**config.mk**
```make
export PLATFORM = sky130hd
export DESIGN_NAME = stepper_motion_top
export DESIGN_NICKNAME = d
export VERILOG_FILES = /design/src/hw/motion_cmd_pkg.sv /design/src/hw/motion_move_pkg.sv /design/src/hw/word_cmd_decoder.sv /design/src/hw/move_buffer.sv /design/src/hw/dda_sequencer.sv /design/src/hw/dda_axis.sv /design/src/hw/stepper_motion_top.sv
export VERILOG_INCLUDE_DIRS = /design/src /design/src/hw
export SDC_FILE = /design/constraint.sdc
export NUM_CORES = 2
export LEC_CHECK = 0
export ABC_AREA = 0
export BUFFER_PORTS_ARGS = -buffer_cell sky130_fd_sc_hd__buf_2
export CAP_MARGIN = 5
export CORE_ASPECT_RATIO = 1.5
export CORE_UTILIZATION = 45
export DETAILED_ROUTE_END_ITERATION = 12
export SLEW_MARGIN = 20
export SYNTH_ARGS = -nofsm -noshare
export SYNTH_HDL_FRONTEND = slang
export SYNTH_HIERARCHICAL = 1
export SYNTH_SLANG_ARGS = --single-unit
```
**constraint.sdc**
```tcl
create_clock -name CLK -period 22.4 [get_ports CLK]
set_input_delay 2.24 -clock CLK [delete_from_list [all_inputs] [get_ports CLK]]
set_output_delay 2.24 -clock CLK [all_outputs]
set_load 0.05 [all_outputs]
```
**src/hw/motion_macros.svh**
```systemverilog
// Motion controller constants
`ifndef MOTION_MACROS_SVH
`define MOTION_MACROS_SVH

// Host word and DDA datapath
`define WORD_BITS 64
`define DDA_BITS 64
`define DURATION_BITS 32

// Axes and move queue
`define NUM_AXES 2
`define MOVE_SLOTS 2

// Tick divider
`define DIVISOR_BITS 8
`define DEFAULT_DIVISOR 8'd32  // Ticks every 32 clocks out of reset

// API version bytes, reported low to high as patch, minor, major, devel
`define VERSION_MAJOR 8'd1
`define VERSION_MINOR 8'd3
`define VERSION_PATCH 8'd0
`define VERSION_DEVEL 8'd0

`endif

```
**src/hw/motion_cmd_pkg.sv**
```systemverilog
// Host command encodings
`include "motion_macros.svh"

package motion_cmd_pkg;

  // Opcode lives in the top byte of a header word
  typedef enum logic [7:0] {
    CMD_COORDINATED_STEP = 8'h01,
    CMD_MOTOR_ENABLE     = 8'h0A,
    CMD_CLK_DIVISOR      = 8'h20,
    CMD_API_VERSION      = 8'hFE
  } cmd_opcode_e;

  // Header word as seen on the host bus
  typedef struct packed {
    cmd_opcode_e               opcode;
    logic [`WORD_BITS-9:0]     body;  // Arguments of single-word commands
  } word_header_t;

endpackage

```
**src/hw/motion_move_pkg.sv**
```systemverilog
// Move record types
`include "motion_macros.svh"

package motion_move_pkg;

  // Per-axis velocity and acceleration, both in DDA units per tick
  typedef struct packed {
    logic signed [`DDA_BITS-1:0] rate;
    logic signed [`DDA_BITS-1:0] rate_delta;  // Added to rate after every tick
  } axis_rate_t;

  // One buffered coordinated move
  typedef struct packed {
    logic [`DURATION_BITS-1:0]   duration;  // Length in ticks
    logic [`NUM_AXES-1:0]        dir;
    axis_rate_t [`NUM_AXES-1:0]  axis;
  } move_record_t;

  typedef logic [$clog2(`MOVE_SLOTS)-1:0] slot_index_t;

endpackage

```
**src/hw/word_cmd_decoder.sv**
```systemverilog
// Host word command decoder
`include "motion_macros.svh"

module word_cmd_decoder
  import motion_cmd_pkg::*;
  import motion_move_pkg::*;
(
  input  logic                      CLK,
  input  logic                      resetn,
  input  word_header_t              word_in,
  input  logic                      word_strobe,
  output logic [`WORD_BITS-1:0]     word_reply,
  output logic [`NUM_AXES-1:0]      enable,
  output logic [`DIVISOR_BITS-1:0]  divisor,
  output logic                      commit,
  output move_record_t              move_out
);

  // Header, duration, then rate and rate change per axis
  localparam int MOVE_WORDS = 2 + 2 * `NUM_AXES;
  localparam int COUNT_BITS = $clog2(MOVE_WORDS);

  typedef logic [COUNT_BITS-1:0] count_t;

  logic         strobe_q;
  logic         strobe_qq;
  logic         strobe_rise;
  word_header_t word_q;
  logic         move_pending;  // Header of a move seen, body words still due
  count_t       word_count;

  // Strobe edge detection
  always_ff @(posedge CLK) begin
    if (resetn) begin
      strobe_q  <= 1'b0;
      strobe_qq <= 1'b0;
    end else begin
      strobe_q  <= word_strobe;
      strobe_qq <= strobe_q;
    end
  end

  // Word sampled together with the strobe
  always_ff @(posedge CLK) begin
    word_q <= word_in;
  end

  assign strobe_rise = strobe_q & ~strobe_qq;

  // Command state and configuration registers
  always_ff @(posedge CLK) begin
    if (resetn) begin
      word_reply   <= '0;
      enable       <= '0;
      divisor      <= `DEFAULT_DIVISOR;
      commit       <= 1'b0;
      move_pending <= 1'b0;
      word_count   <= '0;
    end else begin
      commit <= 1'b0;
      if (strobe_rise) begin
        word_reply <= '0;  // Zero unless a readback fills it
        if (!move_pending) begin
          case (word_q.opcode)
            CMD_COORDINATED_STEP: begin
              move_pending <= 1'b1;
              word_count   <= count_t'(1);
            end
            CMD_MOTOR_ENABLE: enable <= word_q.body[`NUM_AXES-1:0];
            CMD_CLK_DIVISOR:  divisor <= word_q.body[`DIVISOR_BITS-1:0];
            CMD_API_VERSION: begin
              word_reply <= {{(`WORD_BITS - 32){1'b0}}, `VERSION_DEVEL, `VERSION_MAJOR,
                             `VERSION_MINOR, `VERSION_PATCH};
            end
            default: ;  // Unknown opcodes are ignored
          endcase
        end else begin
          word_count <= word_count + 1'b1;
          // Last rate change word completes the record
          if (word_count == count_t'(MOVE_WORDS - 1)) begin
            commit       <= 1'b1;
            move_pending <= 1'b0;
            word_count   <= '0;
          end
        end
      end
    end
  end

  // Move record assembly
  always_ff @(posedge CLK) begin
    if (strobe_rise) begin
      if (!move_pending) begin
        if (word_q.opcode == CMD_COORDINATED_STEP) begin
          move_out.dir <= word_q.body[`NUM_AXES-1:0];
        end
      end else if (word_count == count_t'(1)) begin
        move_out.duration <= word_q.body[`DURATION_BITS-1:0];
      end else begin
        for (int a = 0; a < `NUM_AXES; a++) begin
          if (word_count == count_t'(2 * a + 2)) begin
            move_out.axis[a].rate <= word_q;
          end
          if (word_count == count_t'(2 * a + 3)) begin
            move_out.axis[a].rate_delta <= word_q;
          end
        end
      end
    end
  end

endmodule

```
**src/hw/move_buffer.sv**
```systemverilog
// Move record queue
`include "motion_macros.svh"

module move_buffer
  import motion_move_pkg::*;
(
  input  logic          CLK,
  input  logic          resetn,
  input  logic          commit,
  input  move_record_t  move_in,
  input  logic          release_head,
  output logic          head_valid,
  output move_record_t  head,
  output logic          buffer_dtr
);

  move_record_t           slots [`MOVE_SLOTS];
  slot_index_t            wr_idx;
  slot_index_t            rd_idx;
  logic [`MOVE_SLOTS-1:0] ready;  // Slot holds a move not yet executed

  function automatic slot_index_t next_index(slot_index_t idx);
    return (idx == slot_index_t'(`MOVE_SLOTS - 1)) ? '0 : idx + 1'b1;
  endfunction

  always_ff @(posedge CLK) begin
    if (resetn) begin
      wr_idx <= '0;
      rd_idx <= '0;
      ready  <= '0;
    end else begin
      if (commit) begin
        ready[wr_idx] <= 1'b1;
        wr_idx        <= next_index(wr_idx);
      end
      if (release_head) begin
        ready[rd_idx] <= 1'b0;
        rd_idx        <= next_index(rd_idx);
      end
    end
  end

  always_ff @(posedge CLK) begin
    if (commit) slots[wr_idx] <= move_in;
  end

  assign head_valid = ready[rd_idx];
  assign head       = slots[rd_idx];
  assign buffer_dtr = ~&ready;  // Room for at least one more move

endmodule

```
**src/hw/dda_sequencer.sv**
```systemverilog
// DDA tick and move sequencer
`include "motion_macros.svh"

module dda_sequencer (
  input  logic                       CLK,
  input  logic                       resetn,
  input  logic [`DIVISOR_BITS-1:0]   divisor,
  input  logic                       head_valid,
  input  logic [`DURATION_BITS-1:0]  duration,
  output logic                       tick,
  output logic                       load,
  output logic                       running,
  output logic                       release_head,
  output logic                       move_done
);

  typedef enum logic [1:0] {
    SEQ_IDLE,
    SEQ_LOAD,
    SEQ_RUN,
    SEQ_DONE
  } seq_state_e;

  seq_state_e                state;
  logic [`DIVISOR_BITS-1:0]  div_cnt;
  logic [`DURATION_BITS-1:0] tick_cnt;  // Ticks already executed in this move
  logic                      last_tick;

  // Divider restarts on load so a move spans whole tick periods
  always_ff @(posedge CLK) begin
    if (resetn) begin
      div_cnt <= '0;
    end else if (load || tick) begin
      div_cnt <= '0;
    end else begin
      div_cnt <= div_cnt + 1'b1;
    end
  end

  assign tick = (div_cnt >= divisor - 1'b1);

  // Zero duration also ends on the first tick
  assign last_tick = ({1'b0, tick_cnt} + 1'b1) >= {1'b0, duration};

  always_ff @(posedge CLK) begin
    if (resetn) begin
      state    <= SEQ_IDLE;
      tick_cnt <= '0;
    end else begin
      case (state)
        SEQ_IDLE: if (head_valid) state <= SEQ_LOAD;
        SEQ_LOAD: begin
          tick_cnt <= '0;
          state    <= SEQ_RUN;
        end
        SEQ_RUN: begin
          if (tick) begin
            tick_cnt <= tick_cnt + 1'b1;
            if (last_tick) state <= SEQ_DONE;
          end
        end
        SEQ_DONE: state <= SEQ_IDLE;  // Next head is visible one cycle after release
        default:  state <= SEQ_IDLE;
      endcase
    end
  end

  assign load         = (state == SEQ_LOAD);
  assign running      = (state == SEQ_RUN);
  assign release_head = (state == SEQ_DONE);
  assign move_done    = (state == SEQ_DONE);

endmodule

```
**src/hw/dda_axis.sv**
```systemverilog
// Single axis DDA step generator
`include "motion_macros.svh"

module dda_axis
  import motion_move_pkg::*;
(
  input  logic       CLK,
  input  logic       resetn,
  input  logic       tick,
  input  logic       load,
  input  logic       running,
  input  axis_rate_t rate_in,
  output logic       step
);

  logic [`DDA_BITS-1:0]        acc;
  logic [`DDA_BITS-1:0]        acc_next;
  logic signed [`DDA_BITS-1:0] rate;
  logic signed [`DDA_BITS-1:0] rate_delta;

  assign acc_next = acc + rate;

  // Step when the accumulator crosses into its upper half
  assign step = tick & running & ~acc[`DDA_BITS-1] & acc_next[`DDA_BITS-1];

  always_ff @(posedge CLK) begin
    if (resetn) begin
      acc <= '0;
    end else if (load) begin
      acc <= '0;
    end else if (tick && running) begin
      acc <= acc_next;
    end
  end

  always_ff @(posedge CLK) begin
    if (load) begin
      rate       <= rate_in.rate;
      rate_delta <= rate_in.rate_delta;
    end else if (tick && running) begin
      rate <= rate + rate_delta;  // Acceleration applied after the add
    end
  end

endmodule

```
**src/hw/stepper_motion_top.sv**
```systemverilog
// Stepper motion controller top
`include "motion_macros.svh"

module stepper_motion_top
  import motion_move_pkg::*;
(
  input  logic                   CLK,
  input  logic                   resetn,
  input  logic [`WORD_BITS-1:0]  word_in,
  input  logic                   word_strobe,
  output logic [`WORD_BITS-1:0]  word_reply,
  output logic [`NUM_AXES-1:0]   step,
  output logic [`NUM_AXES-1:0]   dir,
  output logic [`NUM_AXES-1:0]   enable,
  output logic                   move_done,
  output logic                   buffer_dtr
);

  logic [`DIVISOR_BITS-1:0] divisor;
  logic                     commit;
  move_record_t             move_rec;  // Record being committed by the decoder
  move_record_t             head;      // Move executing or next to execute
  logic                     head_valid;
  logic                     release_head;
  logic                     tick;
  logic                     load;
  logic                     running;

  word_cmd_decoder u_decoder (
    .CLK         (CLK),
    .resetn      (resetn),
    .word_in     (word_in),
    .word_strobe (word_strobe),
    .word_reply  (word_reply),
    .enable      (enable),
    .divisor     (divisor),
    .commit      (commit),
    .move_out    (move_rec)
  );

  move_buffer u_buffer (
    .CLK          (CLK),
    .resetn       (resetn),
    .commit       (commit),
    .move_in      (move_rec),
    .release_head (release_head),
    .head_valid   (head_valid),
    .head         (head),
    .buffer_dtr   (buffer_dtr)
  );

  dda_sequencer u_sequencer (
    .CLK          (CLK),
    .resetn       (resetn),
    .divisor      (divisor),
    .head_valid   (head_valid),
    .duration     (head.duration),
    .tick         (tick),
    .load         (load),
    .running      (running),
    .release_head (release_head),
    .move_done    (move_done)
  );

  assign dir = head.dir;

  for (genvar i = 0; i < `NUM_AXES; i++) begin : g_axis
    dda_axis u_axis (
      .CLK     (CLK),
      .resetn  (resetn),
      .tick    (tick),
      .load    (load),
      .running (running),
      .rate_in (head.axis[i]),
      .step    (step[i])
    );
  end

endmodule

```
=== Word level (Yosys, flattened, before mapping) ===
Memories as Yosys holds them, arrays and structs flattened. A register that Yosys moved wholly into a read port is not among the register bits.
Cells that the tools add are included.
Widths: inputs -> output; s select.

* Memories kept: 1
* Latch bits: 0
* Bits of input ports: 67
* Output and inout bits: 72
* Register bits: 865
* Logic and storage cells: 134
* RAM bits: 580
* ROM bits: 0

{| class="wikitable"
|+ Memories
! memory !! depth !! width !! read ports !! clocked after Yosys merged registers in !! wr ports !! line !! text
|-
| u_buffer.slots || 2 || 290 || 1 || 1 || 1 || move_buffer.sv:17 || <nowiki>move_record_t slots [`MOVE_SLOTS];</nowiki>
|}

* Shifts and indexed selects: 0
* Bitwise logic cells: 15
* Eq/ne operators: 15
* Multiply operators: 0
* Muxes and demuxes: 34
* Reductions and logical operators: 24
* Div/mod/pow operators: 0
* Add/subtract/negate cells: 11
* Order comparisons: 6

{| class="wikitable"
|+ Operators with widths
! cell !! count
|-
| $mux 64 || 5
|-
| $add 64x64->64 || 4
|-
| $pmux 32 s2 || 1
|-
| $add 32x1->33 const B || 1
|-
| $ge 33x32->1 || 1
|-
| $add 32x1->32 const B || 1
|-
| $mux 32 || 1
|-
| $mux 17 || 1
|-
| $reduce_and 4->1 || 4
|-
| $reduce_and 3->1 || 5
|-
| $mux 1 || 14
|-
| $mux 2 || 6
|-
| $mux 3 || 3
|-
| $add 8x1->8 const B || 1
|-
| $eq 8x1->1 const B || 1
|-
| $eq 8x4->1 const B || 1
|-
| $eq 8x6->1 const B || 1
|-
| $eq 8x8->1 const B || 1
|-
| $ge 8x8->1 || 1
|-
| $pmux 2 s4 || 1
|-
| $sub 8x1->8 const B || 1
|-
| $and 1x1->1 || 6
|-
| $eq 3x2->1 const B || 2
|-
| $eq 3x3->1 const B || 2
|-
| 22 further kinds || 40
|}

=== Depth between registers and ports, before layout ===
* Depth in word-level cells: 9
* Mapped depth: 16
* Mapped depth without buffers: 14

=== Cells and area by module ===
Netlist, hierarchy kept.

{| class="wikitable"
|+ By module, submodules not included
! module !! cells an instance !! sequential area each (um^2) !! times used !! area each (um^2)
|-
| move_buffer || 923 || 17516.8 || 1 || 21474.3
|-
| dda_axis at g_axis[0].u_axis || 1638 || 5124.9 || 1 || 14209.9
|-
| dda_axis at g_axis[1].u_axis || 1633 || 5124.9 || 1 || 14058.5
|-
| word_cmd_decoder || 512 || 10349.9 || 1 || 11320.9
|-
| dda_sequencer || 447 || 840.8 || 1 || 3484.6
|}

=== Worst setup path before layout ===
Ideal clock, no wire load.

* Path type: register -> register
* Start point: reg u_decoder.strobe_qq
* End point: reg u_decoder/move_out[100] (netlist name) (enable)
* Path buffers: 1
* Cell stages (with the launch flop): 4
* Path slack: 14382 ps
* Arrival time: 7352 ps
* Data required time: 21734 ps
* Library setup time: 666 ps
* Clock period less this slack: 8018 ps
* Cells stage by stage: dfxtp_1 nand3b_1 clkbuf_1 nor4b_1

* Longest elaborated chain between the ends: 3

{| class="wikitable"
|+ Ends and longest elaborated chain
! element !! line !! text
|-
| start: declaration || word_cmd_decoder.sv:26 || <nowiki>logic strobe_qq;</nowiki>
|-
| start signal: assignment || word_cmd_decoder.sv:39 || <nowiki>strobe_qq <= strobe_q;</nowiki>
|-
| $not 1->1 || word_cmd_decoder.sv:48 || <nowiki>assign strobe_rise = strobe_q & ~strobe_qq;</nowiki>
|-
| $and 1x1->1 || word_cmd_decoder.sv:48 ||
|-
| $reduce_and 4->1 (no line) || -- ||
|-
| end: declaration || word_cmd_decoder.sv:16 || <nowiki>output move_record_t move_out</nowiki>
|}

Every way passes these cells.
A chain may end at the register's enable or synchronous reset.

=== Final worst setup path ===
* Start point: reg u_decoder.divisor[3]
* End point: out step[1]

* Longest elaborated chain between the ends: 5

{| class="wikitable"
|+ Ends and longest elaborated chain
! element !! line !! text
|-
| start: declaration || word_cmd_decoder.sv:14 || <nowiki>output logic [`DIVISOR_BITS-1:0] divisor,</nowiki>
|-
| start signal: assignment || word_cmd_decoder.sv:55 || <nowiki>divisor <= `DEFAULT_DIVISOR;</nowiki>
|-
| start signal: assignment || word_cmd_decoder.sv:70 || <nowiki>CMD_CLK_DIVISOR: divisor <= word_q.body[`DIVISOR_BITS-1:0];</nowiki>
|-
| $sub 8x1->8 || dda_sequencer.sv:40 || <nowiki>assign tick = (div_cnt >= divisor - 1'b1);</nowiki>
|-
| $ge 8x8->1 || dda_sequencer.sv:40 ||
|-
| net tick || stepper_motion_top.sv:25 || <nowiki>logic tick;</nowiki>
|-
| $and 1x1->1 (3 in a row) || dda_axis.sv:24 || <nowiki>assign step = tick & running & ~acc[`DDA_BITS-1] & acc_next[`DDA_BITS-1];</nowiki>
|-
| end: declaration || stepper_motion_top.sv:12 || <nowiki>output logic [`NUM_AXES-1:0] step,</nowiki>
|}

The timed path passes the listed nets, and every way through them passes these cells.

==> flow_metrics.tcl <==
set metrics [dict create \
    totalWireLength_um 154000 \
    startpoint "u_decoder/divisor[3]" \
    syn_area_mm2 0.0645 \
    critPathMaxStageDelay_ns 0.63 \
    reg2reg_from "u_decoder/divisor[3]" \
    relSlewSlack_pct 30.1 \
    worstSetupPathType "reg -> out" \
    synthTopCellsByArea "edfxtp_1 (52%), dfxtp_1 (8.0%), ha_1 (5.8%)" \
    clkSlewWorstSetupHoldPaths_ns 0.06 \
    cp_slowest_cell "a2111oi_0" \
    maxCapViolations 0 \
    cp_cell_sequence "or4_1 -> nor4_1 -> xnor2_1 -> ha_1 -> a2111oi_0 -> o21a_1 -> nor2_1 -> buf_4 -> and2_1 -> buf_4 -> and3_1 -> mux2i_1 -> a31oi_1 -> buf_2" \
    postSynthCellCount 5153 \
    cellPowerDensity_mw_per_mm2 97.6 \
    worst_pin_slew_ns 1.05 \
    dieArea_mm2 0.145 \
    clkLatencyLatePin_ns 0.78 \
    coreArea_mm2 0.142 \
    die_y_um 466 \
    p_leak_nw 25.6 \
    grt_pass1_vias 39800 \
    grt_pass1_wl_um 235000 \
    critPathTopFamily "simple AND/OR/NAND/NOR gates" \
    finalCritPeriodShare_pct 33.0 \
    synth_seq_cells 1383 \
    numCtsBuffers 136 \
    viasPerCell 5.56 \
    arrival_ns 5.15 \
    clock_sinks 1383 \
    min_period_ns 7.39 \
    final_max_slew_viol_count 0 \
    synth_top_area_share_pct 52.4 \
    synth_top_cell_by_area "edfxtp_1" \
    clock_skew_ns 0.0348 \
    nFillCells 12300 \
    place.detailed.hpwl_um 108000 \
    finalHoldViolations 0 \
    wire_per_inst_um 21.5 \
    synth.avg_cell_area_um2 12.5 \
    dp_cells 6932 \
    grt_start_max_net_pins 174 \
    drt_iter0_markers 2647 \
    end_kind "output port" \
    outcome "completed" \
    ys_types 108 \
    drive_above_1_share_pct 13.3 \
    ys_seq_area_share_pct 60.4 \
    async_flop_share_pct 0 \
    setup_viol 0 \
    hp-class "reg -> reg" \
    final_cells 7189 \
    path_common_cell "buf_4" \
    fp.dieW_um 311 \
    fmax_mhz 135 \
    cts_hold_buf 0 \
    place.gp.congestion 0.906 \
    rsz0062_at_grt "no" \
    io_buffers 77 \
    grtUsageTotal_pct 21.2 \
    grt_antenna_before_repair 9 \
    synth_ff_type "edfxtp_1" \
    yosys_warnings 6 \
    grt_overflow_total 0 \
    htreeDepth 4 \
    via_count 40000 \
    cts_max_path_buffers 3 \
    worstPathRequired_ns 20.16 \
    cts_tree "done" \
    start_kind "flip-flop" \
    post_cts_buffers 0 \
    fp-row-count 169 \
    dr.pass1.iters 6 \
    drc 0 \
    fin_nets 5562 \
    vdd_drop_max_mv 0.0852 \
    worstHoldStart "u_decoder/move_out[31]" \
    cts_root_buffer "clkbuf_16" \
    antenna_violating_nets_post_route 0 \
    worst-path-buf-inv 3 \
    synthToLayoutAreaGrowth_pct 10.2 \
    fin_tns_setup_ns 0 \
    start_util_pct 45.5 \
    num_io_pins 139 \
    synth_edf_count 1126 \
    worst-path-max-fanout 46 \
    post_cts_resized 0 \
]
==> cell usage after synthesis (9+ instances only) <==
library cell  count
a211o_1          15
a211oi_1         38
a21boi_0         12
a21o_1          156
a21oi_1         419
a221o_1          10
a221oi_1          9
a22oi_1          22
a31oi_1          32
and2_1           18
and3_1           36
and4_1           16
buf_1            12
buf_2            36
buf_4            67
buf_6            13
clkbuf_1        149
dfxtp_1         257
edfxtp_1       1126
ha_1            300
inv_1           121
mux2_2          198
mux2_4          101
mux2i_1          17
nand2_1         556
nand2b_1         26
nand3_1          74
nand3b_1         15
nand4_1         101
nor2_1          247
nor2b_1          28
nor3_1           62
nor4_1           13
o211ai_1         19
o21a_1           36
o21ai_0         286
o21bai_1         53
o31ai_1          10
or3_1            13
xnor2_1         145
xor2_1          114
==> flip-flops by register name, indices dropped and copies added (netlist names), 2 cells and up, named ones only <==
| name | count |
|---|---|
| u_buffer/ready | 2 |
| u_sequencer/tick_cnt | 32 |
| u_decoder/enable | 2 |
| g_axis.u_axis/acc | 128 |
| g_axis.u_axis/rate_delta | 128 |
| g_axis.u_axis/rate | 128 |
| u_decoder/move_out | 290 |
| u_sequencer/div_cnt | 8 |
| u_decoder/divisor | 8 |
| u_sequencer/state | 2 |
| u_decoder/word_count | 3 |
| u_decoder/word_q | 64 |
| u_buffer/slots | 580 |
==> layer usage <==
| metal | GRT usage, % | wire, um |
|---|---|---|
| met5 | 0 | 31 |
| met4 | 8.90 | 5970 |
| met3 | 2.63 | 5350 |
| met2 | 38.6 | 80500 |
| met1 | 25.1 | 62400 |
==> worst paths after layout <==
path                                   end  slack [ns]  cells after the start
hold / removal       u_buffer/slots[0][31]        0.42                      0
hold reg to reg      u_buffer/slots[0][31]        0.42                      0
setup / recovery                   step[1]       15.01                     14
setup reg to reg  g_axis[1].u_axis/acc[52]       17.60                     13
==> power breakdown <==
part | total [W] | switching, W | internal (W)
Combinational | 0.00150 | 0.000967 | 0.000529
Clock | 0.00233 | 0.00101 | 0.00132
Sequential | 0.00311 | 0.000122 | 0.00299
==> layout by cell type, fill, tap and decap left out, types with 38 or more instances in the layout <==
master	instances
a21o_1	156
buf_2	77
dfxtp_1	256
xnor2_1	145
inv_1	120
nand2_1	553
mux2_2	198
ha_1	299
conb_1	61
nand4_1	101
nor3_1	62
o21ai_0	286
mux2_4	101
nand3_1	74
edfxtp_1	1126
xor2_1	114
o21bai_1	53
a211oi_1	38
clkbuf_16	137
nor2_1	242
a21oi_1	419
==> final cells by class <==
type                    instances  area (um^2)  area share [%]
well taps                    1881         2350            3.31
clock inverters                82          991            1.39
multi-input cells            3430        24000            33.7
flip-flops and latches       1383        39000            54.8
clock buffers                 168         3600            5.06
diodes                          5         12.5          0.0176
inverters                     122          465           0.654
repair buffers                118          763            1.07
==> worst reg2reg max path, delay by kind of cell (launching register included) <==
kind                       cells  cell delay [ns]
AOI/OAI and AO/OA              3             1.55
and+or+nand+nor                6             1.99
xor gates and xnor gates       1             0.11
DFF                            1             0.35
buffers and inverters          2             0.47
adders and majority gates      1             0.21
==> stage by stage <==
| stage | utilization [%] | area (um^2) | worst slack (ns) | hold slack, ns | power (W) |
|---|---|---|---|---|---|
| 2_1_floorplan | - | 64800 | 14.38 | 0.421 | 0.00423 |
| 3_3_place_gp | 46.9 | 66500 | 15.88 | 0.422 | 0.00465 |
| 3_5_place_dp | 46.9 | 66500 | 15.83 | 0.429 | 0.00466 |
| 4_1_cts | 50.1 | 71100 | 14.94 | 0.428 | 0.00702 |
| 5_1_grt | 50.1 | 71100 | 14.55 | 0.441 | 0.00728 |
| 6_report | 50.1 | 71100 | 15.01 | 0.421 | 0.00694 |
==> kinds of logic (layout without fill, tap and decap cells) <==
| group | count (synthesis) | count (layout) | share of synthesized area (%) |
|---|---|---|---|
| compound gates | 1228 | 1228 | 11.9 |
| xor+xnor | 260 | 260 | 3.54 |
| fa+ha+maj | 304 | 304 | 5.94 |
| buf+inv | 400 | 490 | 2.94 |
| flops | 1383 | 1383 | 60.4 |
| mux | 316 | 316 | 6.07 |
| other cells | 1 | 66 | 0.00581 |
| simple gates | 1261 | 1261 | 9.22 |
Power figures use the tool's default switching activity.
